File: config.mk
export PLATFORM = sky130hd
export DESIGN_NAME = core
export DESIGN_NICKNAME = d
export VERILOG_FILES = /design/src/core_pkg.sv /design/src/core.sv /design/src/decode_stage.sv /design/src/execute_stage.sv /design/src/hazard_unit.sv /design/src/pipe_reg.sv /design/src/regfile.sv
export VERILOG_INCLUDE_DIRS = /design/src
export SDC_FILE = /design/constraint.sdc
export NUM_CORES = 2
export LEC_CHECK = 0
export BUFFER_PORTS_ARGS = -buffer_cell sky130_fd_sc_hd__buf_2
export CORE_MARGIN = 2
export CORE_UTILIZATION = 50
export CTS_CLUSTER_DIAMETER = 120
export CTS_CLUSTER_SIZE = 40
export DETAILED_ROUTE_END_ITERATION = 6
export PLACE_DENSITY = 0.75
export SETUP_SLACK_MARGIN = 0.05
export SLEW_MARGIN = 20
export SYNTH_ARGS = -nofsm -noshare
export SYNTH_HDL_FRONTEND = slang
export SYNTH_SLANG_ARGS = --single-unit
export TNS_END_PERCENT = 100
File: constraint.sdc
create_clock -name clk -period 9.4 [get_ports clk]
set_input_delay 0 -clock clk [delete_from_list [all_inputs] [get_ports clk]]
set_output_delay 0 -clock clk [all_outputs]
set_load 0.01 [all_outputs]
File: src/core_defs.svh
`ifndef CORE_DEFS_SVH
`define CORE_DEFS_SVH

// ======================================================================
// Core-wide sizes and constants
// ======================================================================

// Datapath and address width
`define CORE_XLEN        32

// Architectural register file
`define CORE_REG_COUNT   32
`define CORE_REG_ADDR_W  5

// First fetch address out of reset
`define CORE_RESET_PC    32'h0000_0000

// ADDI x0,x0,0
`define CORE_NOP         32'h0000_0013

`endif

File: src/core_pkg.sv
`include "core_defs.svh"

package core_pkg;

    // Major opcodes of the supported subset
    typedef enum logic [6:0] {
        OPC_OP     = 7'b0110011,
        OPC_OP_IMM = 7'b0010011,
        OPC_LUI    = 7'b0110111,
        OPC_LOAD   = 7'b0000011,
        OPC_STORE  = 7'b0100011,
        OPC_BRANCH = 7'b1100011,
        OPC_JAL    = 7'b1101111,
        OPC_JALR   = 7'b1100111
    } opcode_e;

    typedef enum logic [2:0] {
        ALU_ADD,
        ALU_SUB,
        ALU_AND,
        ALU_OR,
        ALU_XOR,
        ALU_SLT,
        ALU_PASS_B  // LUI
    } alu_op_e;

    typedef struct packed {
        logic    reg_write;
        logic    mem_read;
        logic    mem_write;
        logic    branch;
        logic    jump;
        logic    is_jalr;
        logic    alu_src_imm;
        alu_op_e alu_op;
    } ctrl_t;

    // ==================================================================
    // Stage boundary payloads
    // ==================================================================

    typedef struct packed {
        logic [`CORE_XLEN-1:0] pc;
        logic [`CORE_XLEN-1:0] instr;
    } if_id_t;

    typedef struct packed {
        ctrl_t                       ctrl;
        logic [`CORE_XLEN-1:0]       pc;
        logic [`CORE_XLEN-1:0]       rs1_data;
        logic [`CORE_XLEN-1:0]       rs2_data;
        logic [`CORE_XLEN-1:0]       imm;
        logic [`CORE_REG_ADDR_W-1:0] rs1;
        logic [`CORE_REG_ADDR_W-1:0] rs2;
        logic [`CORE_REG_ADDR_W-1:0] rd;
        logic [2:0]                  funct3;
    } id_ex_t;

    typedef struct packed {
        logic                        reg_write;
        logic                        mem_read;
        logic                        mem_write;
        logic [`CORE_XLEN-1:0]       result;      // ALU result or link address
        logic [`CORE_XLEN-1:0]       store_data;
        logic [`CORE_REG_ADDR_W-1:0] rd;
    } ex_mem_t;

    typedef struct packed {
        logic                        reg_write;
        logic                        mem_read;
        logic [`CORE_XLEN-1:0]       result;
        logic [`CORE_XLEN-1:0]       load_data;
        logic [`CORE_REG_ADDR_W-1:0] rd;
    } mem_wb_t;

    typedef enum logic [1:0] {
        FWD_NONE,
        FWD_MEM,
        FWD_WB
    } fwd_sel_e;

    typedef struct packed {
        logic                  read;
        logic                  write;
        logic [`CORE_XLEN-1:0] addr;
        logic [`CORE_XLEN-1:0] wdata;
    } dmem_req_t;

    typedef struct packed {
        logic                  valid;
        logic [`CORE_XLEN-1:0] target;
    } redirect_t;

endpackage

File: src/core.sv
`timescale 1ns/1ps
`include "core_defs.svh"

module core import core_pkg::*; (
    input  logic                  clk,
    input  logic                  rst_n,
    input  logic [`CORE_XLEN-1:0] instr,
    input  logic                  instruction_grant,
    output logic [`CORE_XLEN-1:0] pc,
    output dmem_req_t             dmem_req,
    input  logic [`CORE_XLEN-1:0] dmem_rdata
);

    localparam if_id_t IF_ID_BUBBLE = '{pc: '0, instr: `CORE_NOP};

    if_id_t    if_id_d, if_id_q;
    id_ex_t    id_ex_d, id_ex_q;
    ex_mem_t   ex_mem_d, ex_mem_q;
    mem_wb_t   mem_wb_d, mem_wb_q;
    redirect_t redirect;
    fwd_sel_e  fwd_a, fwd_b;

    logic [`CORE_REG_ADDR_W-1:0] dec_rs1, dec_rs2;
    logic [`CORE_XLEN-1:0]       rs1_data, rs2_data;
    logic [`CORE_XLEN-1:0]       wb_data;
    logic                        stall_global;
    logic                        stall_load_use;
    logic                        flush_front;   // Redirect taken this cycle

    // ==================================================================
    // Stall and flush control
    // ==================================================================

    assign stall_global = !instruction_grant;  // Fetch not ready, freeze all
    assign flush_front  = redirect.valid && instruction_grant;

    // ==================================================================
    // Fetch
    // ==================================================================

    always_ff @(posedge clk or negedge rst_n) begin
        if (!rst_n) begin
            pc <= `CORE_RESET_PC;
        end else if (instruction_grant) begin
            if (redirect.valid) begin
                pc <= redirect.target;
            end else if (!stall_load_use) begin
                pc <= pc + 4;
            end
        end
    end

    assign if_id_d = '{pc: pc, instr: instr};

    pipe_reg #(.payload_t(if_id_t), .BUBBLE(IF_ID_BUBBLE)) i_if_id (
        .clk   (clk),
        .rst_n (rst_n),
        .stall (stall_global || stall_load_use),
        .flush (flush_front),
        .d     (if_id_d),
        .q     (if_id_q)
    );

    // ==================================================================
    // Decode
    // ==================================================================

    regfile i_regfile (
        .clk      (clk),
        .rst_n    (rst_n),
        .rs1      (dec_rs1),
        .rs2      (dec_rs2),
        .rd       (mem_wb_q.rd),
        .we       (mem_wb_q.reg_write),
        .wdata    (wb_data),
        .rs1_data (rs1_data),
        .rs2_data (rs2_data)
    );

    decode_stage i_decode (
        .if_id    (if_id_q),
        .rs1_data (rs1_data),
        .rs2_data (rs2_data),
        .rs1      (dec_rs1),
        .rs2      (dec_rs2),
        .id_ex    (id_ex_d)
    );

    hazard_unit i_hazard (
        .rs1              (dec_rs1),
        .rs2              (dec_rs2),
        .id_ex            (id_ex_q),
        .ex_mem_rd        (ex_mem_q.rd),
        .ex_mem_reg_write (ex_mem_q.reg_write),
        .mem_wb_rd        (mem_wb_q.rd),
        .mem_wb_reg_write (mem_wb_q.reg_write),
        .stall_load_use   (stall_load_use),
        .fwd_a            (fwd_a),
        .fwd_b            (fwd_b)
    );

    // Load-use inserts the bubble here
    pipe_reg #(.payload_t(id_ex_t)) i_id_ex (
        .clk   (clk),
        .rst_n (rst_n),
        .stall (stall_global),
        .flush (flush_front || (stall_load_use && instruction_grant)),
        .d     (id_ex_d),
        .q     (id_ex_q)
    );

    // ==================================================================
    // Execute, memory and writeback
    // ==================================================================

    execute_stage i_execute (
        .id_ex      (id_ex_q),
        .fwd_a      (fwd_a),
        .fwd_b      (fwd_b),
        .mem_result (ex_mem_q.result),
        .wb_result  (wb_data),
        .ex_mem     (ex_mem_d),
        .redirect   (redirect)
    );

    pipe_reg #(.payload_t(ex_mem_t)) i_ex_mem (
        .clk   (clk),
        .rst_n (rst_n),
        .stall (stall_global),
        .flush (1'b0),
        .d     (ex_mem_d),
        .q     (ex_mem_q)
    );

    // Strobes only in cycles where the stage advances
    assign dmem_req.read  = ex_mem_q.mem_read && instruction_grant;
    assign dmem_req.write = ex_mem_q.mem_write && instruction_grant;
    assign dmem_req.addr  = ex_mem_q.result;
    assign dmem_req.wdata = ex_mem_q.store_data;

    assign mem_wb_d = '{
        reg_write: ex_mem_q.reg_write,
        mem_read:  ex_mem_q.mem_read,
        result:    ex_mem_q.result,
        load_data: dmem_rdata,
        rd:        ex_mem_q.rd
    };

    pipe_reg #(.payload_t(mem_wb_t)) i_mem_wb (
        .clk   (clk),
        .rst_n (rst_n),
        .stall (stall_global),
        .flush (1'b0),
        .d     (mem_wb_d),
        .q     (mem_wb_q)
    );

    assign wb_data = mem_wb_q.mem_read ? mem_wb_q.load_data : mem_wb_q.result;

endmodule

File: src/decode_stage.sv
`timescale 1ns/1ps
`include "core_defs.svh"

module decode_stage import core_pkg::*; (
    input  if_id_t                      if_id,
    input  logic [`CORE_XLEN-1:0]       rs1_data,
    input  logic [`CORE_XLEN-1:0]       rs2_data,
    output logic [`CORE_REG_ADDR_W-1:0] rs1,
    output logic [`CORE_REG_ADDR_W-1:0] rs2,
    output id_ex_t                      id_ex
);

    logic [`CORE_XLEN-1:0] instr;
    logic [6:0]            opcode;
    logic [2:0]            funct3;
    logic [`CORE_XLEN-1:0] imm_i, imm_s, imm_b, imm_u, imm_j;
    logic [`CORE_XLEN-1:0] imm;
    ctrl_t                 ctrl;

    // ==================================================================
    // Field extraction
    // ==================================================================

    assign instr  = if_id.instr;
    assign opcode = instr[6:0];
    assign funct3 = instr[14:12];
    assign rs1    = instr[19:15];
    assign rs2    = instr[24:20];

    assign imm_i = {{20{instr[31]}}, instr[31:20]};
    assign imm_s = {{20{instr[31]}}, instr[31:25], instr[11:7]};
    assign imm_b = {{19{instr[31]}}, instr[31], instr[7], instr[30:25], instr[11:8], 1'b0};
    assign imm_u = {instr[31:12], 12'b0};
    assign imm_j = {{11{instr[31]}}, instr[31], instr[19:12], instr[20], instr[30:21], 1'b0};

    // ==================================================================
    // Control generation
    // ==================================================================

    always_comb begin
        ctrl = '0;  // Bubble unless recognised
        imm  = '0;
        case (opcode)
            OPC_OP: begin
                ctrl.reg_write = 1'b1;
                case (funct3)
                    3'b000:  ctrl.alu_op = instr[30] ? ALU_SUB : ALU_ADD;
                    3'b010:  ctrl.alu_op = ALU_SLT;
                    3'b100:  ctrl.alu_op = ALU_XOR;
                    3'b110:  ctrl.alu_op = ALU_OR;
                    3'b111:  ctrl.alu_op = ALU_AND;
                    default: ctrl = '0;  // Shifts, SLTU
                endcase
            end
            OPC_OP_IMM: begin
                ctrl.reg_write   = 1'b1;
                ctrl.alu_src_imm = 1'b1;
                imm              = imm_i;
                case (funct3)
                    3'b000:  ctrl.alu_op = ALU_ADD;
                    3'b100:  ctrl.alu_op = ALU_XOR;
                    3'b110:  ctrl.alu_op = ALU_OR;
                    3'b111:  ctrl.alu_op = ALU_AND;
                    default: ctrl = '0;
                endcase
            end
            OPC_LUI: begin
                ctrl.reg_write   = 1'b1;
                ctrl.alu_src_imm = 1'b1;
                ctrl.alu_op      = ALU_PASS_B;
                imm              = imm_u;
            end
            OPC_LOAD: begin
                if (funct3 == 3'b010) begin  // LW only
                    ctrl.reg_write   = 1'b1;
                    ctrl.mem_read    = 1'b1;
                    ctrl.alu_src_imm = 1'b1;
                end
                imm = imm_i;
            end
            OPC_STORE: begin
                if (funct3 == 3'b010) begin  // SW only
                    ctrl.mem_write   = 1'b1;
                    ctrl.alu_src_imm = 1'b1;
                end
                imm = imm_s;
            end
            OPC_BRANCH: begin
                ctrl.branch = (funct3 == 3'b000) || (funct3 == 3'b001) || (funct3 == 3'b100);
                imm         = imm_b;
            end
            OPC_JAL: begin
                ctrl.reg_write = 1'b1;
                ctrl.jump      = 1'b1;
                imm            = imm_j;
            end
            OPC_JALR: begin
                ctrl.reg_write   = 1'b1;
                ctrl.jump        = 1'b1;
                ctrl.is_jalr     = 1'b1;
                ctrl.alu_src_imm = 1'b1;
                imm              = imm_i;
            end
            default: ctrl = '0;
        endcase
    end

    assign id_ex = '{
        ctrl:     ctrl,
        pc:       if_id.pc,
        rs1_data: rs1_data,
        rs2_data: rs2_data,
        imm:      imm,
        rs1:      rs1,
        rs2:      rs2,
        rd:       instr[11:7],
        funct3:   funct3
    };

endmodule

File: src/execute_stage.sv
`timescale 1ns/1ps
`include "core_defs.svh"

module execute_stage import core_pkg::*; (
    input  id_ex_t                id_ex,
    input  fwd_sel_e              fwd_a,
    input  fwd_sel_e              fwd_b,
    input  logic [`CORE_XLEN-1:0] mem_result,
    input  logic [`CORE_XLEN-1:0] wb_result,
    output ex_mem_t               ex_mem,
    output redirect_t             redirect
);

    logic [`CORE_XLEN-1:0] op_a;
    logic [`CORE_XLEN-1:0] op_b;     // rs2 after forwarding, also store data
    logic [`CORE_XLEN-1:0] alu_b;
    logic [`CORE_XLEN-1:0] alu_out;
    logic [`CORE_XLEN-1:0] jalr_sum;
    logic                  cond_met;

    function automatic logic [`CORE_XLEN-1:0] fwd_mux(
        input fwd_sel_e              sel,
        input logic [`CORE_XLEN-1:0] reg_val
    );
        logic [`CORE_XLEN-1:0] val;
        case (sel)
            FWD_MEM: val = mem_result;
            FWD_WB:  val = wb_result;
            default: val = reg_val;
        endcase
        return val;
    endfunction

    // ==================================================================
    // Operands and ALU
    // ==================================================================

    assign op_a  = fwd_mux(fwd_a, id_ex.rs1_data);
    assign op_b  = fwd_mux(fwd_b, id_ex.rs2_data);
    assign alu_b = id_ex.ctrl.alu_src_imm ? id_ex.imm : op_b;

    always_comb begin
        case (id_ex.ctrl.alu_op)
            ALU_ADD:    alu_out = op_a + alu_b;
            ALU_SUB:    alu_out = op_a - alu_b;
            ALU_AND:    alu_out = op_a & alu_b;
            ALU_OR:     alu_out = op_a | alu_b;
            ALU_XOR:    alu_out = op_a ^ alu_b;
            ALU_SLT:    alu_out = {31'b0, $signed(op_a) < $signed(alu_b)};
            ALU_PASS_B: alu_out = alu_b;
            default:    alu_out = '0;
        endcase
    end

    // ==================================================================
    // Branch compare and redirect
    // ==================================================================

    always_comb begin
        case (id_ex.funct3)
            3'b000:  cond_met = (op_a == op_b);                    // BEQ
            3'b001:  cond_met = (op_a != op_b);                    // BNE
            3'b100:  cond_met = ($signed(op_a) < $signed(op_b));   // BLT
            default: cond_met = 1'b0;
        endcase
    end

    assign jalr_sum = op_a + id_ex.imm;

    // Not-taken is the only prediction, so any taken transfer redirects
    assign redirect.valid  = id_ex.ctrl.jump || (id_ex.ctrl.branch && cond_met);
    assign redirect.target = id_ex.ctrl.is_jalr ? {jalr_sum[`CORE_XLEN-1:1], 1'b0}
                                                : id_ex.pc + id_ex.imm;

    assign ex_mem = '{
        reg_write:  id_ex.ctrl.reg_write,
        mem_read:   id_ex.ctrl.mem_read,
        mem_write:  id_ex.ctrl.mem_write,
        result:     id_ex.ctrl.jump ? id_ex.pc + 4 : alu_out,  // Link address
        store_data: op_b,
        rd:         id_ex.rd
    };

endmodule

File: src/hazard_unit.sv
`timescale 1ns/1ps
`include "core_defs.svh"

module hazard_unit import core_pkg::*; (
    input  logic [`CORE_REG_ADDR_W-1:0] rs1,
    input  logic [`CORE_REG_ADDR_W-1:0] rs2,
    input  id_ex_t                      id_ex,
    input  logic [`CORE_REG_ADDR_W-1:0] ex_mem_rd,
    input  logic                        ex_mem_reg_write,
    input  logic [`CORE_REG_ADDR_W-1:0] mem_wb_rd,
    input  logic                        mem_wb_reg_write,
    output logic                        stall_load_use,
    output fwd_sel_e                    fwd_a,
    output fwd_sel_e                    fwd_b
);

    // Younger writer in EX/MEM wins over MEM/WB
    function automatic fwd_sel_e pick(input logic [`CORE_REG_ADDR_W-1:0] src);
        fwd_sel_e sel;
        if (src == '0) begin
            sel = FWD_NONE;  // x0 always reads zero
        end else if (ex_mem_reg_write && ex_mem_rd == src) begin
            sel = FWD_MEM;
        end else if (mem_wb_reg_write && mem_wb_rd == src) begin
            sel = FWD_WB;
        end else begin
            sel = FWD_NONE;
        end
        return sel;
    endfunction

    assign fwd_a = pick(id_ex.rs1);
    assign fwd_b = pick(id_ex.rs2);

    // ==================================================================
    // Load-use detection
    // ==================================================================

    // Load data only exists after MEM, so decode waits one cycle
    assign stall_load_use = id_ex.ctrl.mem_read && (id_ex.rd != '0) &&
                            ((id_ex.rd == rs1) || (id_ex.rd == rs2));

endmodule

File: src/pipe_reg.sv
`timescale 1ns/1ps

// One stage boundary of the pipeline, shared by all four boundaries
module pipe_reg #(
    parameter type      payload_t = logic,
    parameter payload_t BUBBLE    = '0
) (
    input  logic     clk,
    input  logic     rst_n,
    input  logic     stall,
    input  logic     flush,
    input  payload_t d,
    output payload_t q
);

    // Flush has priority over stall
    always_ff @(posedge clk or negedge rst_n) begin
        if (!rst_n) begin
            q <= BUBBLE;
        end else if (flush) begin
            q <= BUBBLE;
        end else if (!stall) begin
            q <= d;
        end
        // Otherwise hold
    end

endmodule

File: src/regfile.sv
`timescale 1ns/1ps
`include "core_defs.svh"

module regfile (
    input  logic                        clk,
    input  logic                        rst_n,
    input  logic [`CORE_REG_ADDR_W-1:0] rs1,
    input  logic [`CORE_REG_ADDR_W-1:0] rs2,
    input  logic [`CORE_REG_ADDR_W-1:0] rd,
    input  logic                        we,
    input  logic [`CORE_XLEN-1:0]       wdata,
    output logic [`CORE_XLEN-1:0]       rs1_data,
    output logic [`CORE_XLEN-1:0]       rs2_data
);

    // x0 has no storage
    logic [`CORE_XLEN-1:0] regs [1:`CORE_REG_COUNT-1];

    always_ff @(posedge clk or negedge rst_n) begin
        if (!rst_n) begin
            for (int i = 1; i < `CORE_REG_COUNT; i++) begin
                regs[i] <= '0;
            end
        end else if (we && rd != '0) begin
            regs[rd] <= wdata;
        end
    end

    // Same-cycle write is visible to decode
    assign rs1_data = (rs1 == '0)              ? '0    :
                      (we && rd == rs1)        ? wdata : regs[rs1];
    assign rs2_data = (rs2 == '0)              ? '0    :
                      (we && rd == rs2)        ? wdata : regs[rs2];

endmodule

======== Yosys cells after proc, flatten, opt, wreduce, memory -nomap -nowiden ========
Cells that the tools add are included.
storage, ports and cells
  output and inout bits ................... 98
  bits of input ports ..................... 67
  bits in registers ....................... 1,387
operators by class
  bitwise operators ....................... 6
  magnitude comparators ................... 6
  $add $sub $neg .......................... 6
  reductions and logical operators ........ 40
  muxes and demuxes ....................... 49
  equality and inequality tests ........... 37
operators by type and width
  cell                     count
  $bwmux W992              1
  $mux W32                 15
  $bmux W32 S5             2
  $mux W156                2
  $pmux W32 S7             1
  $demux W32 S5            1
  $pmux W32 S5             1
  $mux W64                 2
  $pmux W32 S2             2
  $add A32 B32 Y32         3
  $add A32 B3 Y32 const B  2
  $lt A32 B32 Y1           2
  $eq A5 B5 Y1             8
  $and A32 B32 Y32         1
  $eq A32 B32 Y1           1
  $ne A32 B32 Y1           1
  $or A32 B32 Y32          1
  $sub A32 B32 Y32         1
  $xor A32 B32 Y32         1
  $eq A3 B3 Y1 const B     7
  $eq A7 B6 Y1 const B     3
  $eq A7 B7 Y1 const B     3
  $logic_not A5 Y1         4
  $ge A6 B6 Y1 const B     3
  27 further kinds         76

======== Depth between registers and ports, before layout ========
  word-level depth ........................ 14
  depth in mapped cells ................... 28
  mapped depth without buffers ............ 23

======== Hierarchy ========
A second synthesis with hierarchy kept.
second synthesis, totals
  cells, all modules ...................... 7,232
  area total of the unflattened synthesis .. 85,014.0 µm²
by module, submodules not included
  module                times used  seq. area each (µm²)  area an instance (µm²)  cells each
  regfile               1           24,823.8              53,654.0                3,632
  execute_stage         1           0.0                   11,900.2                1,865
  pipe_reg at i_id_ex   1           3,903.7               6,451.2                 503
  pipe_reg at i_ex_mem  1           1,801.7               2,940.3                 232
  pipe_reg at i_mem_wb  1           1,776.7               2,901.5                 229
  pipe_reg at i_if_id   1           1,605.3               2,663.8                 206
  core                  1           800.8                 2,499.9                 290
  decode_stage          1           0.0                   1,601.5                 220
  hazard_unit           1           0.0                   401.6                   55

======== Least setup slack after synthesis ========
No wires, ideal clock.
  path kind ............................... register -> register
  start ................................... register i_mem_wb.q[2] in the netlist's numbering
  end ..................................... register i_ex_mem.q[60] in the netlist's numbering
  period minus slack after synthesis ...... 5,575 ps
  setup time .............................. 130 ps
  path buffers ............................ 6
  path slack .............................. 3,825 ps
  cell stages (with the launch flop) ...... 28
  data arrival time ....................... 5,446 ps
  data required time ...................... 9,270 ps
  cells stage by stage .................... dfrtp_1 > clkbuf_1 > buf_1 > xor2_1 > nor3_1 > nand3_1 > nor3_1 > ha_1 > clkbuf_1 > buf_1 > clkbuf_1 > nor2_1 > a21oi_1 > nor2_1 > a21oi_1 > inv_1 > ha_1 > clkbuf_1 > o211ai_1 > nand2_1 > a41oi_1 > o221a_2 > o41ai_2 > a21o_1 > a21oi_1 > a32o_1 > o31ai_1 > a21oi_1
on the way
  cells in the longest elaborated chain, start to end .. 11
ends and longest elaborated chain
  element                                         RTL line             text
  start, declared                                 pipe_reg.sv:13       output payload_t q
  start signal, assigned                          pipe_reg.sv:19       q <= BUBBLE;
  start signal, assigned                          pipe_reg.sv:21       q <= BUBBLE;
  start signal, assigned                          pipe_reg.sv:23       q <= d;
  $eq A5 B5 Y1                                    hazard_unit.sv:24    end else if (mem_wb_reg_write && mem_wb_rd == src) begin
  $logic_and A1 B1 Y1                             hazard_unit.sv:24
  $mux W2                                         hazard_unit.sv:24
  $mux W2                                         hazard_unit.sv:22    end else if (ex_mem_reg_write && ex_mem_rd == src) begin
  $mux W2                                         hazard_unit.sv:20    if (src == '0) begin
  $eq A2 B2 Y1 or $eq A2 B1 Y1 (tied branches)    execute_stage.sv:26  case (sel)
  $pmux W32 S2                                    execute_stage.sv:26
  $mux W32                                        execute_stage.sv:40  assign alu_b = id_ex.ctrl.alu_src_imm ? id_ex.imm : op_b;
  $sub A32 B32 Y32, or another cell as far along  execute_stage.sv:45  ALU_SUB: alu_out = op_a - alu_b;
  $pmux W32 S7 (*)                                execute_stage.sv:43  case (id_ex.ctrl.alu_op)
  $mux W32 (*)                                    execute_stage.sv:79  result: id_ex.ctrl.jump ? id_ex.pc + 4 : alu_out,
  end signal, assigned                            pipe_reg.sv:19
  end signal, assigned                            pipe_reg.sv:21
  end signal, assigned                            pipe_reg.sv:23
  end, declared                                   pipe_reg.sv:13
Mark *: on every way between the ends. The rest lies on a longest branch, timed or not.
A chain may end at the register's enable or synchronous reset.

======== Worst setup path in the final report ========
  start ................................... register i_mem_wb.q[2] in the netlist's numbering
  end ..................................... register pc[19]
on the way
  cells in the longest elaborated chain, start to end .. 13
ends and longest elaborated chain
  element                                       RTL line             text
  $eq A5 B5 Y1                                  hazard_unit.sv:24
  $logic_and A1 B1 Y1                           hazard_unit.sv:24
  $mux W2                                       hazard_unit.sv:24
  $mux W2                                       hazard_unit.sv:22
  $mux W2                                       hazard_unit.sv:20
  $eq A2 B2 Y1 or $eq A2 B1 Y1 (tied branches)  execute_stage.sv:26
  $pmux W32 S2                                  execute_stage.sv:26
  $lt A32 B32 Y1, or another cell as far along  execute_stage.sv:63  3'b100: cond_met = ($signed(op_a) < $signed(op_b));
  $pmux W1 S3                                   execute_stage.sv:60  case (id_ex.funct3)
  $logic_and A1 B1 Y1                           execute_stage.sv:71  assign redirect.valid = id_ex.ctrl.jump || (id_ex.ctrl.branch && cond_met);
  $logic_or A1 B1 Y1                            execute_stage.sv:71
  $ne A2 B2 Y1 (no source line)                 --
  $reduce_and A2 Y1 (no source line)            --
  end signal, assigned                          core.sv:43           pc <= `CORE_RESET_PC;
  end signal, assigned                          core.sv:46           pc <= redirect.target;
  end signal, assigned                          core.sv:48           pc <= pc + 4;
  end, declared                                 core.sv:9            output logic [`CORE_XLEN-1:0] pc,
Parallel ways exist; a longest one is shown, timed or not.

==> flow_summary.ini <==
[flow_run]
maxCapViolCount = 0

[yosys]
ys_types = 100
ys_seq_elements = 1387
synth_seq_area_share = 0.4322
syn-instance-count = 7822
synth_edf_count = 0
synthArstFlopShare = 1.000
avgSynthCellArea_um2 = 10.27
synth-main-ff-cell = dfrtp_1
synth_nets = 8090
synth.cell_area_um2 = 80310
yosys_warnings = 0

[clocking]
clk_path_buf_depth = 3
cts_resized = 0
clkTransAtPathRegs_ps = 150
cts_root_buffer = clkbuf_16
cts-buffers-inserted = 47
cts_tree = done
h-tree-depth = 2
insertion_delay_ps = 760
cts.sinks = 1387

[sta]
hold_viol = 0
skew_ps = 74.16
fmax_ghz = 0.1371
period_minus_slack_ps = 7291
slew-limit-headroom = 0.2216
period_share = 0.7757
fin_ws_ps = 2109
rsz0062_at_grt = false
final-setup-viol-count = 0
tns_ps = 0
tightest_slew_ps = 1168
final-max-slew-violation-count = 0

[detailed_routing]
via_per_inst = 6.613
routed_wl_mm = 278.4
drc_errors = 0
avgRoutedWirePerCell_um = 28.78
first_pass_iters = 6
antenna_left = 0
drt_iter0_drc = 8482
vias = 63970

[status]
run_status = finished clean

[cells_and_area]
final_common_cell = dfrtp_1
fin_nets = 7833
area_growth_pct = 5.961
nFillCells = 13730
drive_gt1_frac = 0.1685
final_cell_mix = 1369 x dfrtp_1, 843 x a21oi_1, 777 x nor2_1, 754 x nand2_1, 639 x o21ai_0

[worst_setup_path]
arrival_ps = 7960
r2r_slack_ps = 2110
required_ps = 10070
slowest_delay_ps = 880
crit_path_end_kind = flip-flop
cp_num_buf_inv = 1
crit_chain = xor2_1 > nor3_1 > nand3_1 > nor3_1 > ha_2 > a22oi_1 > o21ai_0 > ha_1 > nand3_1 > or4_1 > a21o_1 > a31oi_2 > or3_2 > nand3_4 > o31ai_4 > buf_4 > nor2_1 > a221o_1
critPathSlowestCell = o21ai_0
crit_family = compound AO/OA/AOI/OAI gates
worstPathMaxFanout = 91
criticalPathCategory = reg2reg
startpoint_type = flip-flop

[place]
numPortBuffers = 164
gp_congestion = 1.039
dp_hpwl_mm = 183.1
place_ws_ps = 2290

[global_routing]
grt_pass1_wl_mm = 413.4
first_global_vias = 62370
grt_max_degree = 177
gr-total-overflow = 0
antenna_found_initial = 10
grt_use_total = 0.3394

[floorplan]
ios = 165
fp.dieW_um = 404.8
rows = 147
start_util = 0.5019
dieHeight_um = 404.8
dieArea_um2 = 163800
design.core.area_um2 = 160000

[pwr]
clkPwrFrac = 0.202
pwr-share-seq = 0.492
switchingPower_mw = 5.654
ir_worst_vdd_mv = 0.1507
power_density_nw_per_um2 = 179.4
switching_share = 0.3704
internal-power_mw = 9.610
p_leak_nw = 36.47
comb_power_share = 0.306

[hold_path]
hold_path_class = in2reg
power by group through the flow:
stage | clock [mW] | sequential [mW] | combinational [mW]
after CTS | 3.13 | 7.48 | 4.60
final | 3.09 | 7.51 | 4.67
after floorplan | 0 | 7.21 | 3.23
after global placement | 0 | 7.54 | 4.47
after detailed placement | 0 | 7.60 | 4.54
after global routing | 3.32 | 7.60 | 5.02
layer usage:
metal	track usage	up-vias	wire (um)
met3	0.07062	792	26810
met1	0.4491	32110	106300
li1	-	27640	-
met4	0.1971	8	19220
met5	0	-	50
met2	0.5205	3425	126100
logic make-up after synthesis:
| kind of cell | share of synthesized area |
|---|---|
| compound gates | 0.1618 |
| xor+xnor | 0.01440 |
| fa+ha+maj | 0.03169 |
| buf+inv | 0.05377 |
| flops | 0.4322 |
| mux | 0.2053 |
| simple gates | 0.1009 |
worst register-to-register path: stages (launching register included):
cell and delay (ps):
dfrtp_1 870, xor2_1 140, nor3_1 150, nand3_1 110
nor3_1 320, ha_2 740, a22oi_1 190, o21ai_0 880
ha_1 240, nand3_1 90, or4_1 660, a21o_1 230
a31oi_2 360, or3_2 240, nand3_4 180, o31ai_4 320
buf_4 760, nor2_1 370, a221o_1 370
area by class of cell:
cell class / instances / area, um^2 / share of cell area
multi-input cells: 5382 / 41650 / 0.4895
flip-flops and latches: 1387 / 34760 / 0.4085
repair buffers: 434 / 3321 / 0.03902
well taps: 2086 / 2610 / 0.03067
clock buffers: 49 / 1184 / 0.01391
inverters: 313 / 1175 / 0.01381
clock inverters: 18 / 384.1 / 0.004514
diodes: 5 / 12.51 / 0.0001470
worst paths after layout:
check | start | end | cells after the start
worst min register to register | i_if_id.q[59] | i_id_ex.q[141] | 2
worst min-delay path | instr[21] | i_if_id.q[21] | 3
worst max register to register | i_mem_wb.q[2] | pc[19] | 18
max in group asynchronous | rst_n | i_regfile.regs[668] | 4
worst max-delay path | i_mem_wb.q[2] | pc[19] | 18
min in group asynchronous | rst_n | i_ex_mem.q[41] | 3
synthesized netlist by cell type, types with 13 or more instances:
master / count / area [um^2]
o22ai_1: 110 / 688.2
nand2_1: 765 / 2872
or3_1: 14 / 87.58
mux4_2: 577 / 12990
a22oi_1: 67 / 503.0
o221ai_1: 17 / 148.9
nand2b_1: 31 / 193.9
buf_4: 66 / 495.5
and2_1: 13 / 81.33
ha_1: 197 / 2465
nor2b_1: 23 / 143.9
mux2_2: 181 / 2038
nor2_1: 790 / 2965
clkbuf_1: 546 / 2049
dfrtp_1: 1384 / 34630
o21ai_0: 639 / 3198
and3_1: 32 / 200.2
a221oi_1: 20 / 175.2
buf_1: 74 / 277.8
o211ai_1: 29 / 217.7
xnor2_1: 84 / 735.7
o21ai_1: 78 / 390.4
nand3_1: 96 / 480.5
inv_1: 310 / 1164
mux2i_1: 145 / 1451
nor3_1: 60 / 300.3
a21oi_1: 843 / 4219
a22o_1: 120 / 1051
a211oi_1: 34 / 255.2
a31oi_1: 37 / 231.5
nand4_1: 35 / 219.0
o21bai_1: 19 / 142.6
o31ai_1: 14 / 105.1
nor4_1: 30 / 187.7
xor2_1: 48 / 420.4
o21a_1: 13 / 97.59
a21o_1: 51 / 382.9
buf_2: 46 / 230.2
registers in the layout, summed over array words and instances, names as in the netlist:
name	cells
i_ex_mem.q	72
pc	32
i_mem_wb.q	71
i_if_id.q	64
i_regfile.regs	992
i_id_ex.q	156
through the flow:
stage | hold slack, ps | area (um^2) | total power [mW] | utilization | cells
2_1_floorplan | -295.6 | 80310 | 10.44 | - | 7822
3_3_place_gp | 68.05 | 82360 | 12.01 | 0.5147 | 9491
3_5_place_dp | 77.04 | 82360 | 12.14 | 0.5147 | 9491
4_1_cts | 1.186 | 85060 | 15.21 | 0.5316 | 9669
5_1_grt | 28.02 | 85090 | 15.94 | 0.5318 | 9671
6_report | 18.41 | 85100 | 15.26 | 0.5318 | 9674
repair_timing:
item / 4_1_cts / 5_1_grt
endpoints found under the hold margin: 251 / 0
hold buffers: 111 / 0
buffers inserted: 0 / 0
(Power assumes the default switching activity.)
